File: config.mk
export PLATFORM = sky130hd
export DESIGN_NAME = line_buf_top
export DESIGN_NICKNAME = d
export VERILOG_FILES = /design/src/rtl/line_buf_pkg.sv /design/src/rtl/pixel_writer.sv /design/src/rtl/line_ram_bank.sv /design/src/rtl/window_reader.sv /design/src/rtl/line_buf_top.sv
export VERILOG_INCLUDE_DIRS = /design/src /design/src/rtl
export SDC_FILE = /design/constraint.sdc
export NUM_CORES = 2
export LEC_CHECK = 0
export BUFFER_PORTS_ARGS = -buffer_cell sky130_fd_sc_hd__buf_4
export CORE_MARGIN = 5
export CORE_UTILIZATION = 30
export CTS_CLUSTER_SIZE = 28
export DETAILED_ROUTE_END_ITERATION = 8
export PLACE_DENSITY = 0.5
export SLEW_MARGIN = 0
export SYNTH_ARGS = -nofsm -noshare
export SYNTH_HDL_FRONTEND = slang
export SYNTH_SLANG_ARGS = --single-unit
File: constraint.sdc
create_clock -name clk -period 18.2 [get_ports clk]
set_clock_uncertainty 0.15 [all_clocks]
set_input_delay 0 -clock clk [delete_from_list [all_inputs] [get_ports clk]]
set_output_delay 0 -clock clk [all_outputs]
set_load 0.01 [all_outputs]
File: src/rtl/line_buf_cfg.svh
`ifndef LINE_BUF_CFG_SVH
`define LINE_BUF_CFG_SVH

// pixel format
`define LB_PIX_W 24 // rgb, 8 bits per channel

// source image size
`define LB_IMG_W 16
`define LB_IMG_H 8

// bicubic window side, rows and columns alike
`define LB_WIN 4

// line rams in rotation
// four are read while the fifth takes the next row
`define LB_SLOTS 5

`endif

File: src/rtl/line_buf_pkg.sv
`default_nettype none

`include "line_buf_cfg.svh"

package line_buf_pkg;

    typedef logic [`LB_PIX_W-1:0]            pixel_t;
    typedef logic [$clog2(`LB_IMG_W)-1:0]    col_addr_t;
    typedef logic [$clog2(`LB_SLOTS)-1:0]    slot_t;
    typedef logic [$clog2(`LB_IMG_H+1)-1:0]  row_cnt_t;  // reaches IMG_H at frame end

    // one write into the bank
    typedef struct packed {
        logic      en;
        slot_t     slot;
        col_addr_t addr;
        pixel_t    data;
    } ram_wr_t;

    // one column read, every lane uses the same address
    typedef struct packed {
        logic                en;
        col_addr_t           addr;
        slot_t [`LB_WIN-1:0] lane_slot;  // lane 0 is the top window row
    } ram_rd_t;

    // one pixel per window row, lane 0 on top
    typedef pixel_t [`LB_WIN-1:0] ram_col_t;

    // [row][col], row 0 on top and col 0 leftmost
    typedef pixel_t [`LB_WIN-1:0][`LB_WIN-1:0] window_t;

endpackage

`default_nettype wire

File: src/rtl/pixel_writer.sv
`default_nettype none

`include "line_buf_cfg.svh"

module pixel_writer (
    input  wire logic                   clk,
    input  wire logic                   rst_n,

    input  wire logic                   pix_valid,
    input  wire line_buf_pkg::pixel_t   pix_data,
    output logic                        pix_ready,

    output line_buf_pkg::ram_wr_t       ram_wr,
    output line_buf_pkg::row_cnt_t      rows_written,

    input  wire line_buf_pkg::row_cnt_t rows_done,
    input  wire logic                   frame_done
);
    import line_buf_pkg::*;

    col_addr_t col_cnt;   // next column to write
    slot_t     slot_cnt;  // ram taking the current row
    logic      pix_hsk;
    logic      row_end;

    // one slot always stays with the reader, so the writer runs
    // at most LB_SLOTS-1 rows ahead of the rows already consumed
    assign pix_ready = (int'(rows_written) < `LB_IMG_H) &&
                       (int'(rows_written) < int'(rows_done) + (`LB_SLOTS - 1));

    assign pix_hsk = pix_valid && pix_ready;
    assign row_end = (col_cnt == col_addr_t'(`LB_IMG_W - 1));

    // write goes out in the same cycle as the transfer
    always_comb begin
        ram_wr.en   = pix_hsk;
        ram_wr.slot = slot_cnt;
        ram_wr.addr = col_cnt;
        ram_wr.data = pix_data;
    end

    always_ff @(posedge clk or negedge rst_n) begin
        if (!rst_n) begin
            col_cnt      <= '0;
            slot_cnt     <= '0;
            rows_written <= '0;
        end else if (frame_done) begin
            // next frame starts again at row 0 in slot 0
            col_cnt      <= '0;
            slot_cnt     <= '0;
            rows_written <= '0;
        end else if (pix_hsk) begin
            if (row_end) begin
                col_cnt      <= '0;
                rows_written <= rows_written + 1'b1;
                if (slot_cnt == slot_t'(`LB_SLOTS - 1)) begin
                    slot_cnt <= '0;
                end else begin
                    slot_cnt <= slot_cnt + 1'b1;
                end
            end else begin
                col_cnt <= col_cnt + 1'b1;
            end
        end
    end

endmodule

`default_nettype wire

File: src/rtl/line_ram_bank.sv
`default_nettype none

`include "line_buf_cfg.svh"

module line_ram_bank (
    input  wire logic                  clk,

    input  wire line_buf_pkg::ram_wr_t ram_wr,
    input  wire line_buf_pkg::ram_rd_t ram_rd,
    output line_buf_pkg::ram_col_t     ram_col
);
    import line_buf_pkg::*;

    pixel_t              rd_word [`LB_SLOTS];  // registered read port of each ram
    slot_t [`LB_WIN-1:0] lane_q;               // lane selects aligned with rd_word

    // one single-port style line ram per slot
    // write and read both sync, the reader never reads the slot being written
    for (genvar s = 0; s < `LB_SLOTS; s++) begin : g_ram
        pixel_t mem [`LB_IMG_W];

        always_ff @(posedge clk) begin
            if (ram_wr.en && (ram_wr.slot == slot_t'(s))) begin
                mem[ram_wr.addr] <= ram_wr.data;
            end
            if (ram_rd.en) begin
                rd_word[s] <= mem[ram_rd.addr];
            end
        end
    end

    // slot choice per lane travels with the read
    always_ff @(posedge clk) begin
        if (ram_rd.en) begin
            lane_q <= ram_rd.lane_slot;
        end
    end

    // clamped edge rows select the same slot on more than one lane
    always_comb begin
        for (int l = 0; l < `LB_WIN; l++) begin
            ram_col[l] = rd_word[lane_q[l]];
        end
    end

endmodule

`default_nettype wire

File: src/rtl/window_reader.sv
`default_nettype none

`include "line_buf_cfg.svh"

module window_reader (
    input  wire logic                    clk,
    input  wire logic                    rst_n,

    input  wire line_buf_pkg::row_cnt_t  rows_written,

    output line_buf_pkg::ram_rd_t        ram_rd,
    input  wire line_buf_pkg::ram_col_t  ram_col,

    output line_buf_pkg::row_cnt_t       rows_done,
    output logic                         frame_done,

    output logic                         win_valid,
    output line_buf_pkg::window_t        win_data,
    input  wire logic                    win_ready
);
    import line_buf_pkg::*;

    localparam int FETCH_W = $clog2(`LB_IMG_W + 1);  // also holds IMG_W, all fetched

    row_cnt_t            out_row;     // output row k
    logic [FETCH_W-1:0]  fetch_col;   // next column to fetch in this row
    logic                fetch_pend;  // read data shows up this cycle
    slot_t [`LB_WIN-1:0] src_slot;
    logic                row_ready;
    logic                fetch;
    logic                win_acc;
    logic                row_last;

    // replicate the top and bottom rows at the frame edges
    function automatic int clamp_row(input int r);
        int c;
        c = r;
        if (r < 0) begin
            c = 0;
        end else if (r > `LB_IMG_H - 1) begin
            c = `LB_IMG_H - 1;
        end
        return c;
    endfunction

    // window rows are k-1 .. k+2, row r lives in slot r mod LB_SLOTS
    always_comb begin
        for (int i = 0; i < `LB_WIN; i++) begin
            src_slot[i] = slot_t'(clamp_row(int'(out_row) - 1 + i) % `LB_SLOTS);
        end
    end

    // the lowest window row has to be complete in its ram
    assign row_ready = (int'(out_row) < `LB_IMG_H) &&
                       (int'(rows_written) > clamp_row(int'(out_row) + `LB_WIN - 2));

    assign win_acc  = win_valid && win_ready;
    assign row_last = win_acc && (fetch_col == FETCH_W'(`LB_IMG_W));

    // one read in flight at a time
    // a fetch goes out only when the window is empty or leaves this cycle,
    // so it never lands on a window still waiting for win_ready
    assign fetch = row_ready &&
                   (fetch_col < FETCH_W'(`LB_IMG_W)) &&
                   !fetch_pend &&
                   (!win_valid || win_ready);

    always_comb begin
        ram_rd.en        = fetch;
        ram_rd.addr      = col_addr_t'(fetch_col);
        ram_rd.lane_slot = src_slot;
    end

    always_ff @(posedge clk or negedge rst_n) begin
        if (!rst_n) begin
            out_row    <= '0;
            fetch_col  <= '0;
            fetch_pend <= 1'b0;
            win_valid  <= 1'b0;
        end else begin
            fetch_pend <= fetch;

            if (frame_done) begin
                out_row <= '0;
            end else if (row_last) begin
                out_row <= out_row + 1'b1;
            end

            if (row_last) begin
                fetch_col <= '0;
            end else if (fetch) begin
                fetch_col <= fetch_col + 1'b1;
            end

            // fetch_col is one past the column shifting in
            if (fetch_pend && (fetch_col >= FETCH_W'(`LB_WIN))) begin
                win_valid <= 1'b1;  // four columns of this row are in
            end else if (win_acc) begin
                win_valid <= 1'b0;
            end
        end
    end

    // new column enters on the right, oldest drops off the left
    always_ff @(posedge clk) begin
        if (fetch_pend) begin
            for (int i = 0; i < `LB_WIN; i++) begin
                for (int j = 0; j < `LB_WIN - 1; j++) begin
                    win_data[i][j] <= win_data[i][j+1];
                end
                win_data[i][`LB_WIN-1] <= ram_col[i];
            end
        end
    end

    assign rows_done = out_row;

    // out_row sits at IMG_H for one cycle after the last window
    assign frame_done = (out_row == row_cnt_t'(`LB_IMG_H));

endmodule

`default_nettype wire

File: src/rtl/line_buf_top.sv
`default_nettype none

module line_buf_top (
    input  wire logic                  clk,
    input  wire logic                  rst_n,

    // pixel stream in, raster order
    input  wire logic                  pix_valid,
    input  wire line_buf_pkg::pixel_t  pix_data,
    output wire logic                  pix_ready,

    // 4x4 window out to the interpolator
    output wire logic                  win_valid,
    output wire line_buf_pkg::window_t win_data,
    input  wire logic                  win_ready,

    output wire logic                  frame_done
);
    import line_buf_pkg::*;

    ram_wr_t  ram_wr;
    ram_rd_t  ram_rd;
    ram_col_t ram_col;
    row_cnt_t rows_written;
    row_cnt_t rows_done;

    pixel_writer u_writer (
        .clk          (clk),
        .rst_n        (rst_n),
        .pix_valid    (pix_valid),
        .pix_data     (pix_data),
        .pix_ready    (pix_ready),
        .ram_wr       (ram_wr),
        .rows_written (rows_written),
        .rows_done    (rows_done),
        .frame_done   (frame_done)
    );

    line_ram_bank u_bank (
        .clk     (clk),
        .ram_wr  (ram_wr),
        .ram_rd  (ram_rd),
        .ram_col (ram_col)
    );

    window_reader u_reader (
        .clk          (clk),
        .rst_n        (rst_n),
        .rows_written (rows_written),
        .ram_rd       (ram_rd),
        .ram_col      (ram_col),
        .rows_done    (rows_done),
        .frame_done   (frame_done),
        .win_valid    (win_valid),
        .win_data     (win_data),
        .win_ready    (win_ready)
    );

endmodule

`default_nettype wire

Word-level counts from Yosys, hierarchy flattened

Memories as Yosys holds them, arrays and structs flattened. A register that Yosys moved wholly into a read port is not among the register bits.
Index checks and enable logic that the tools add are counted.

Mux-type cells: 38
Reduce and logical (&&, ||, !) cells: 24
Divide/modulo/power cells: 4
Equal/unequal tests: 7
Add/subtract/negate cells: 11
Magnitude comparators: 16

Operators with widths:

| operator                | number |
|---|---|
| $mux W32                | 10 |
| $gt A32 B4 Y1 const B   | 4 |
| $lt A32 B1 Y1 const B   | 4 |
| $mod A32 B4 Y32 const B | 4 |
| $gt A5 B32 Y1           | 1 |
| $lt A5 B32 Y1           | 1 |
| $mux W4                 | 8 |
| $sub A32 B3 Y32 const B | 1 |
| $logic_and A1 B1 Y1     | 14 |
| $mux W1                 | 14 |
| $add A4 B1 Y4 const B   | 3 |
| $add A5 B3 Y6 const B   | 2 |
| $mux W3                 | 4 |
| $mux W5                 | 2 |
| $reduce_bool A2 Y1      | 5 |
| $eq A4 B4 Y1 const B    | 2 |
| $lt A4 B4 Y1 const B    | 2 |
| $add A5 B2 Y6 const B   | 1 |
| $eq A3 B2 Y1 const B    | 2 |
| $add A4 B3 Y5 const B   | 1 |
| $add A5 B1 Y5 const B   | 1 |
| $eq A5 B5 Y1 const B    | 1 |
| $ge A5 B3 Y1 const B    | 1 |
| $gt A5 B4 Y1 const B    | 1 |
| other kinds (10)        | 11 |

Memories: 6
Flip-flop bits (word level): 322
Output and inout port bits: 387
Logic and storage cells: 129
RAM bits: 2040

Memories:

| name                | depth | bits a word | rd ports | clocked after Yosys merged registers in | write ports | line                | source |
|---|---|---|---|---|---|---|---|
| u_bank.g_ram[0].mem | 16    | 24          | 1        | 0                                       | 1           | line_ram_bank.sv:20 | `` pixel_t mem [`LB_IMG_W]; `` |
| u_bank.g_ram[1].mem | 16    | 24          | 1        | 0                                       | 1           | line_ram_bank.sv:20 |  |
| u_bank.g_ram[2].mem | 16    | 24          | 1        | 0                                       | 1           | line_ram_bank.sv:20 |  |
| u_bank.g_ram[3].mem | 16    | 24          | 1        | 0                                       | 1           | line_ram_bank.sv:20 |  |
| u_bank.g_ram[4].mem | 16    | 24          | 1        | 0                                       | 1           | line_ram_bank.sv:20 |  |
| u_bank.rd_word      | 5     | 24          | 4        | 4                                       | 5           | line_ram_bank.sv:14 | `` pixel_t rd_word [`LB_SLOTS]; `` |

Logic depth before layout (Yosys ltp)

Depth after elaboration: 12
Depth in mapped cells: 15
Gate-level depth less buffers: 15

Cells and area by module

Synthesis repeated with hierarchy kept, for this count alone.

Cells, all modules: 4159
Area total of the unflattened synthesis: 94215.4 µm²

Modules (own cells, without submodules):

| module        | area an instance (µm²) | cells an instance | times used |
|---|---|---|---|
| line_ram_bank | 79741.5                | 3422              | 1 |
| window_reader | 13560.5                | 640               | 1 |
| pixel_writer  | 913.4                  | 97                | 1 |

Worst setup path after synthesis

OpenSTA, ideal clock, no wires.

Path kind: flip-flop to flip-flop
Start point: reg u_reader.fetch_pend
End point: reg u_reader.fetch_col[2]
Arrival time: 13.559 ns
Setup time: 0.110 ns
Buffers on the path: 0
Slack: 4.381 ns
Cell stages (with the launch flop): 6
Clock period less this slack: 13.819 ns
Path through: dfrtp_1 nor3_1 nand3_1 a21oi_1 nand2_1 xnor2_1

RTL lines:

| element                  | line                | source |
|---|---|---|
| start: declaration       | window_reader.sv:27 | `logic fetch_pend;` |
| start signal: assignment | window_reader.sv:81 | `fetch_pend <= fetch;` |
| end signal: assignment   | window_reader.sv:92 | `fetch_col <= fetch_col + 1'b1;` |
| end: declaration         | window_reader.sv:26 | `logic [FETCH_W-1:0] fetch_col;` |

==> metrics <==
result of the run complete, no violations; max frequency 180 MHz; syn_nets about 3,800; H-tree Lvls 4; final instance count without filler cells approximately 8,700; total non-filler cell area in the finished layout 0.110 mm^2; ratio of cells with drive above 1 in the final layout 0.383; die footprint 0.322 mm^2; dpl ws 12.39 ns; number of nets in the final layout 4,448; Least-Margin Pin Slew about 1.2 ns; maximum clock insertion buffer count 4; area of the mapped netlist 0.0934 mm^2; max-cap check violation count 0; DRC violations left 0; Avg Cell Area, Syn roughly 25 um^2; cell count after synthesis 3,779; post-synth cell types 57; clock transition time at the flip-flop clock pins of the worst setup and hold paths 0.07 ns; GRT Resource Usage Total 0.150; maximum net fanout on the critical path 98; die height 568 um; number of failing hold endpoints at the final stage 0; Inst Count DP 8,224; primary flip-flop cell chosen by synthesis mapping edfxtp_1; path type of the worst setup path flip-flop to flip-flop; global placement routability congestion between 0.7 and 0.8; first-pass iteration count of the detailed router 7; max-slew violation total from the final report 0; DRC marker count from the first detailed-route iteration about 4,300; Worst setup EP type flip-flop; critical path data required time 18.67 ns; via total after detailed routing 42,600; min-delay worst type input pin to flip-flop; vias in the first global route 44,000; number of synthesized flops with an enable pin 2,436; master cell of the clock root buffer clkbuf_16; period utilisation layout 0.304; Max VDD drop 0.122 mV; Placement Rows 204; fin worst setup slack 12.66 ns; power per cell area 146 mW/mm^2; number of antenna violations at the first check in global routing 24; clock tree from TritonCTS built; final period demand of the worst path 5.54 ns; post-detailed-route count of antenna-violating nets 0; Die X 568 um; count of state elements after synthesis 2,458; post-detailed-routing wire length 249 mm; Final setup violation count 0; YS warnings 0; GRT overflow 0; setup total negative slack 0 ns; share of the yosys chip area belonging to registers 0.789; number of CTS-inserted buffers around 250; wire length of the first global-routing pass 348 mm; Port Buf Inserts around 410; Overall Power 16.1 mW; Filler cells 28,200; initial core utilization 0.302; clock insertion delay at the later pin of the skew report roughly 0.9 ns; cell area after placement roughly 0.1 mm^2; Crit path arrival time ~6 ns; PostCTS Resize Cnt 0; detailed-route wire length per cell 28.5 um; placeable core region 0.309 mm^2; synthesis-to-layout area growth 18.1%; number of ports placed on the die boundary 415; Slew headroom 0.199; number of sinks handled by clock tree synthesis 2,458; drt via density 4.89; minimum setup slack among reg-to-reg paths 12.66 ns; type of origin of the critical path flip-flop; dpl hpwl 139 mm; async set or reset register ratio after synthesis 0.00895; largest net degree at the start of global routing between 150 and 200; Leakage 34.2 nW; unrepaired setup endpoints after global routing false
## registers in the layout, indices dropped and copies added (netlist names)
register / flops
u_bank.g_ram.mem: 1920
u_bank.lane_q: 12
u_bank.rd_word: 120
u_reader.fetch_col: 5
u_reader.fetch_pend: 1
u_reader.rows_done: 4
u_reader.win_data: 384
u_reader.win_valid: 1
u_writer.col_cnt: 4
u_writer.rows_written: 4
u_writer.slot_cnt: 3
## Yosys cell counts (all sizes together), types with 4 or more instances
| cell type | number | area share |
|---|---|---|
| mux2i | 4 | 0.00043 |
| nor3 | 4 | 0.00027 |
| mux2 | 96 | 0.012 |
| nand2b | 5 | 0.00034 |
| nor2 | 103 | 0.0041 |
| inv | 26 | 0.0010 |
| nand2 | 33 | 0.0013 |
| mux4 | 696 | 0.17 |
| and2 | 4 | 0.00027 |
| ha | 37 | 0.0050 |
| o21ai | 14 | 0.00079 |
| buf | 85 | 0.0049 |
| xnor2 | 14 | 0.0015 |
| clkbuf | 106 | 0.0043 |
| dfrtp | 22 | 0.0059 |
| o31ai | 8 | 0.00064 |
| nor2b | 7 | 0.00047 |
| nand3 | 22 | 0.0012 |
| edfxtp | 2436 | 0.78 |
| nand4 | 6 | 0.00040 |
| a21oi | 15 | 0.00097 |
## cell families (layout without fill, tap and decap cells)
group | after synthesis | in the layout | share of synthesized area
simple gates | 192 | 192 | 0.00899
other cells | 1 | 14 | 0.0000402
flops | 2458 | 2458 | 0.789
xor+xnor | 16 | 16 | 0.00166
compound gates | 62 | 62 | 0.00472
fa+ha+maj | 37 | 37 | 0.00496
mux | 796 | 796 | 0.180
buf+inv | 217 | 1017 | 0.0103
## timing repair
| action | 4_1_cts | 5_1_grt |
|---|---|---|
| endpoints found under the setup margin | 0 | 0 |
| hold buffers | 31 | 0 |
| endpoints found under the hold margin | 1961 | 0 |
| setup buffers | 0 | 0 |
## cells in the final DEF (no fill, tap or decap), types with 23 or more instances in the layout
cell type      netlist  layout
bufinv_16            0      23
clkinv_1             0      65
dlygate4sd3_1        0      30
clkbuf_1           106      39
edfxtp_1          2436    2436
mux4_2             696     696
clkinv_2             0      49
nor2_1             103      23
nand2_1             33      33
buf_4                6     512
nor2_4               0      63
clkbuf_16            0     250
mux2_2              96      96
ha_1                37      37
inv_1               24      24
## layer usage
layer,up-vias,GRT usage,share of wire
met1,23500,0.199,0.41
met4,10,0.0338,0.019
met5,-,0,0.00025
li1,17500,-,-
met3,325,0.0233,0.058
met2,1315,0.262,0.51
## worst max-delay path, cell delays in order, from the launching register on
cell and delay, ns:
dfrtp_4 0.81, buf_12 0.67, buf_4 0.82, buf_12 0.62, buf_4 0.74, mux4_2 0.60
mux4_2 0.47
## where the power goes
group          leakage, nW  switching [mW]  internal [mW]
Sequential            22.2           0.385           6.72
Clock                 3.81            2.13           2.83
Combinational         8.14            2.10           1.93
Total                 34.2            4.61           11.5
## final cells by class
| cell class | count | area (um^2) | share of cell area |
|---|---|---|---|
| antenna | 13 | 32.5 | 0.000295 |
| sequential | 2458 | 73700 | 0.669 |
| clock inverter | 152 | 1340 | 0.0121 |
| tap | 4120 | 5150 | 0.0467 |
| inverter | 26 | 97.6 | 0.000885 |
| multi-input combinational | 1104 | 19200 | 0.174 |
| timing repair buffer | 547 | 4240 | 0.0385 |
| clock buffer | 292 | 6440 | 0.0584 |
## per-stage QoR
stage / utilization / hold slack (ns)
after floorplan: - / -0.446
after global placement: 0.330 / -0.203
after detailed placement: 0.330 / -0.207
after CTS: 0.356 / 0.151
after global routing: 0.356 / 0.210
final: 0.356 / 0.165
## final timing paths
path / start / to / cells past startpoint
min: pix_data[12] / u_bank.g_ram[4].mem[4][12]$_DFFE_PP_ / 2
max: u_reader.fetch_col[0]$_DFFE_PN0P_ / u_bank.rd_word[3][21]$_DFFE_PP_ / 6
min reg2reg: u_reader.win_data[52]$_DFFE_PP_ / u_reader.win_data[28]$_DFFE_PP_ / 0
max reg2reg: u_reader.fetch_col[0]$_DFFE_PN0P_ / u_bank.rd_word[3][21]$_DFFE_PP_ / 6
min in group asynchronous: rst_n / u_reader.fetch_col[1]$_DFFE_PN0P_ / 5
max in group asynchronous: rst_n / u_reader.fetch_pend$_DFF_PN0_ / 5
Note: power is estimated with default switching activity, not from simulation.
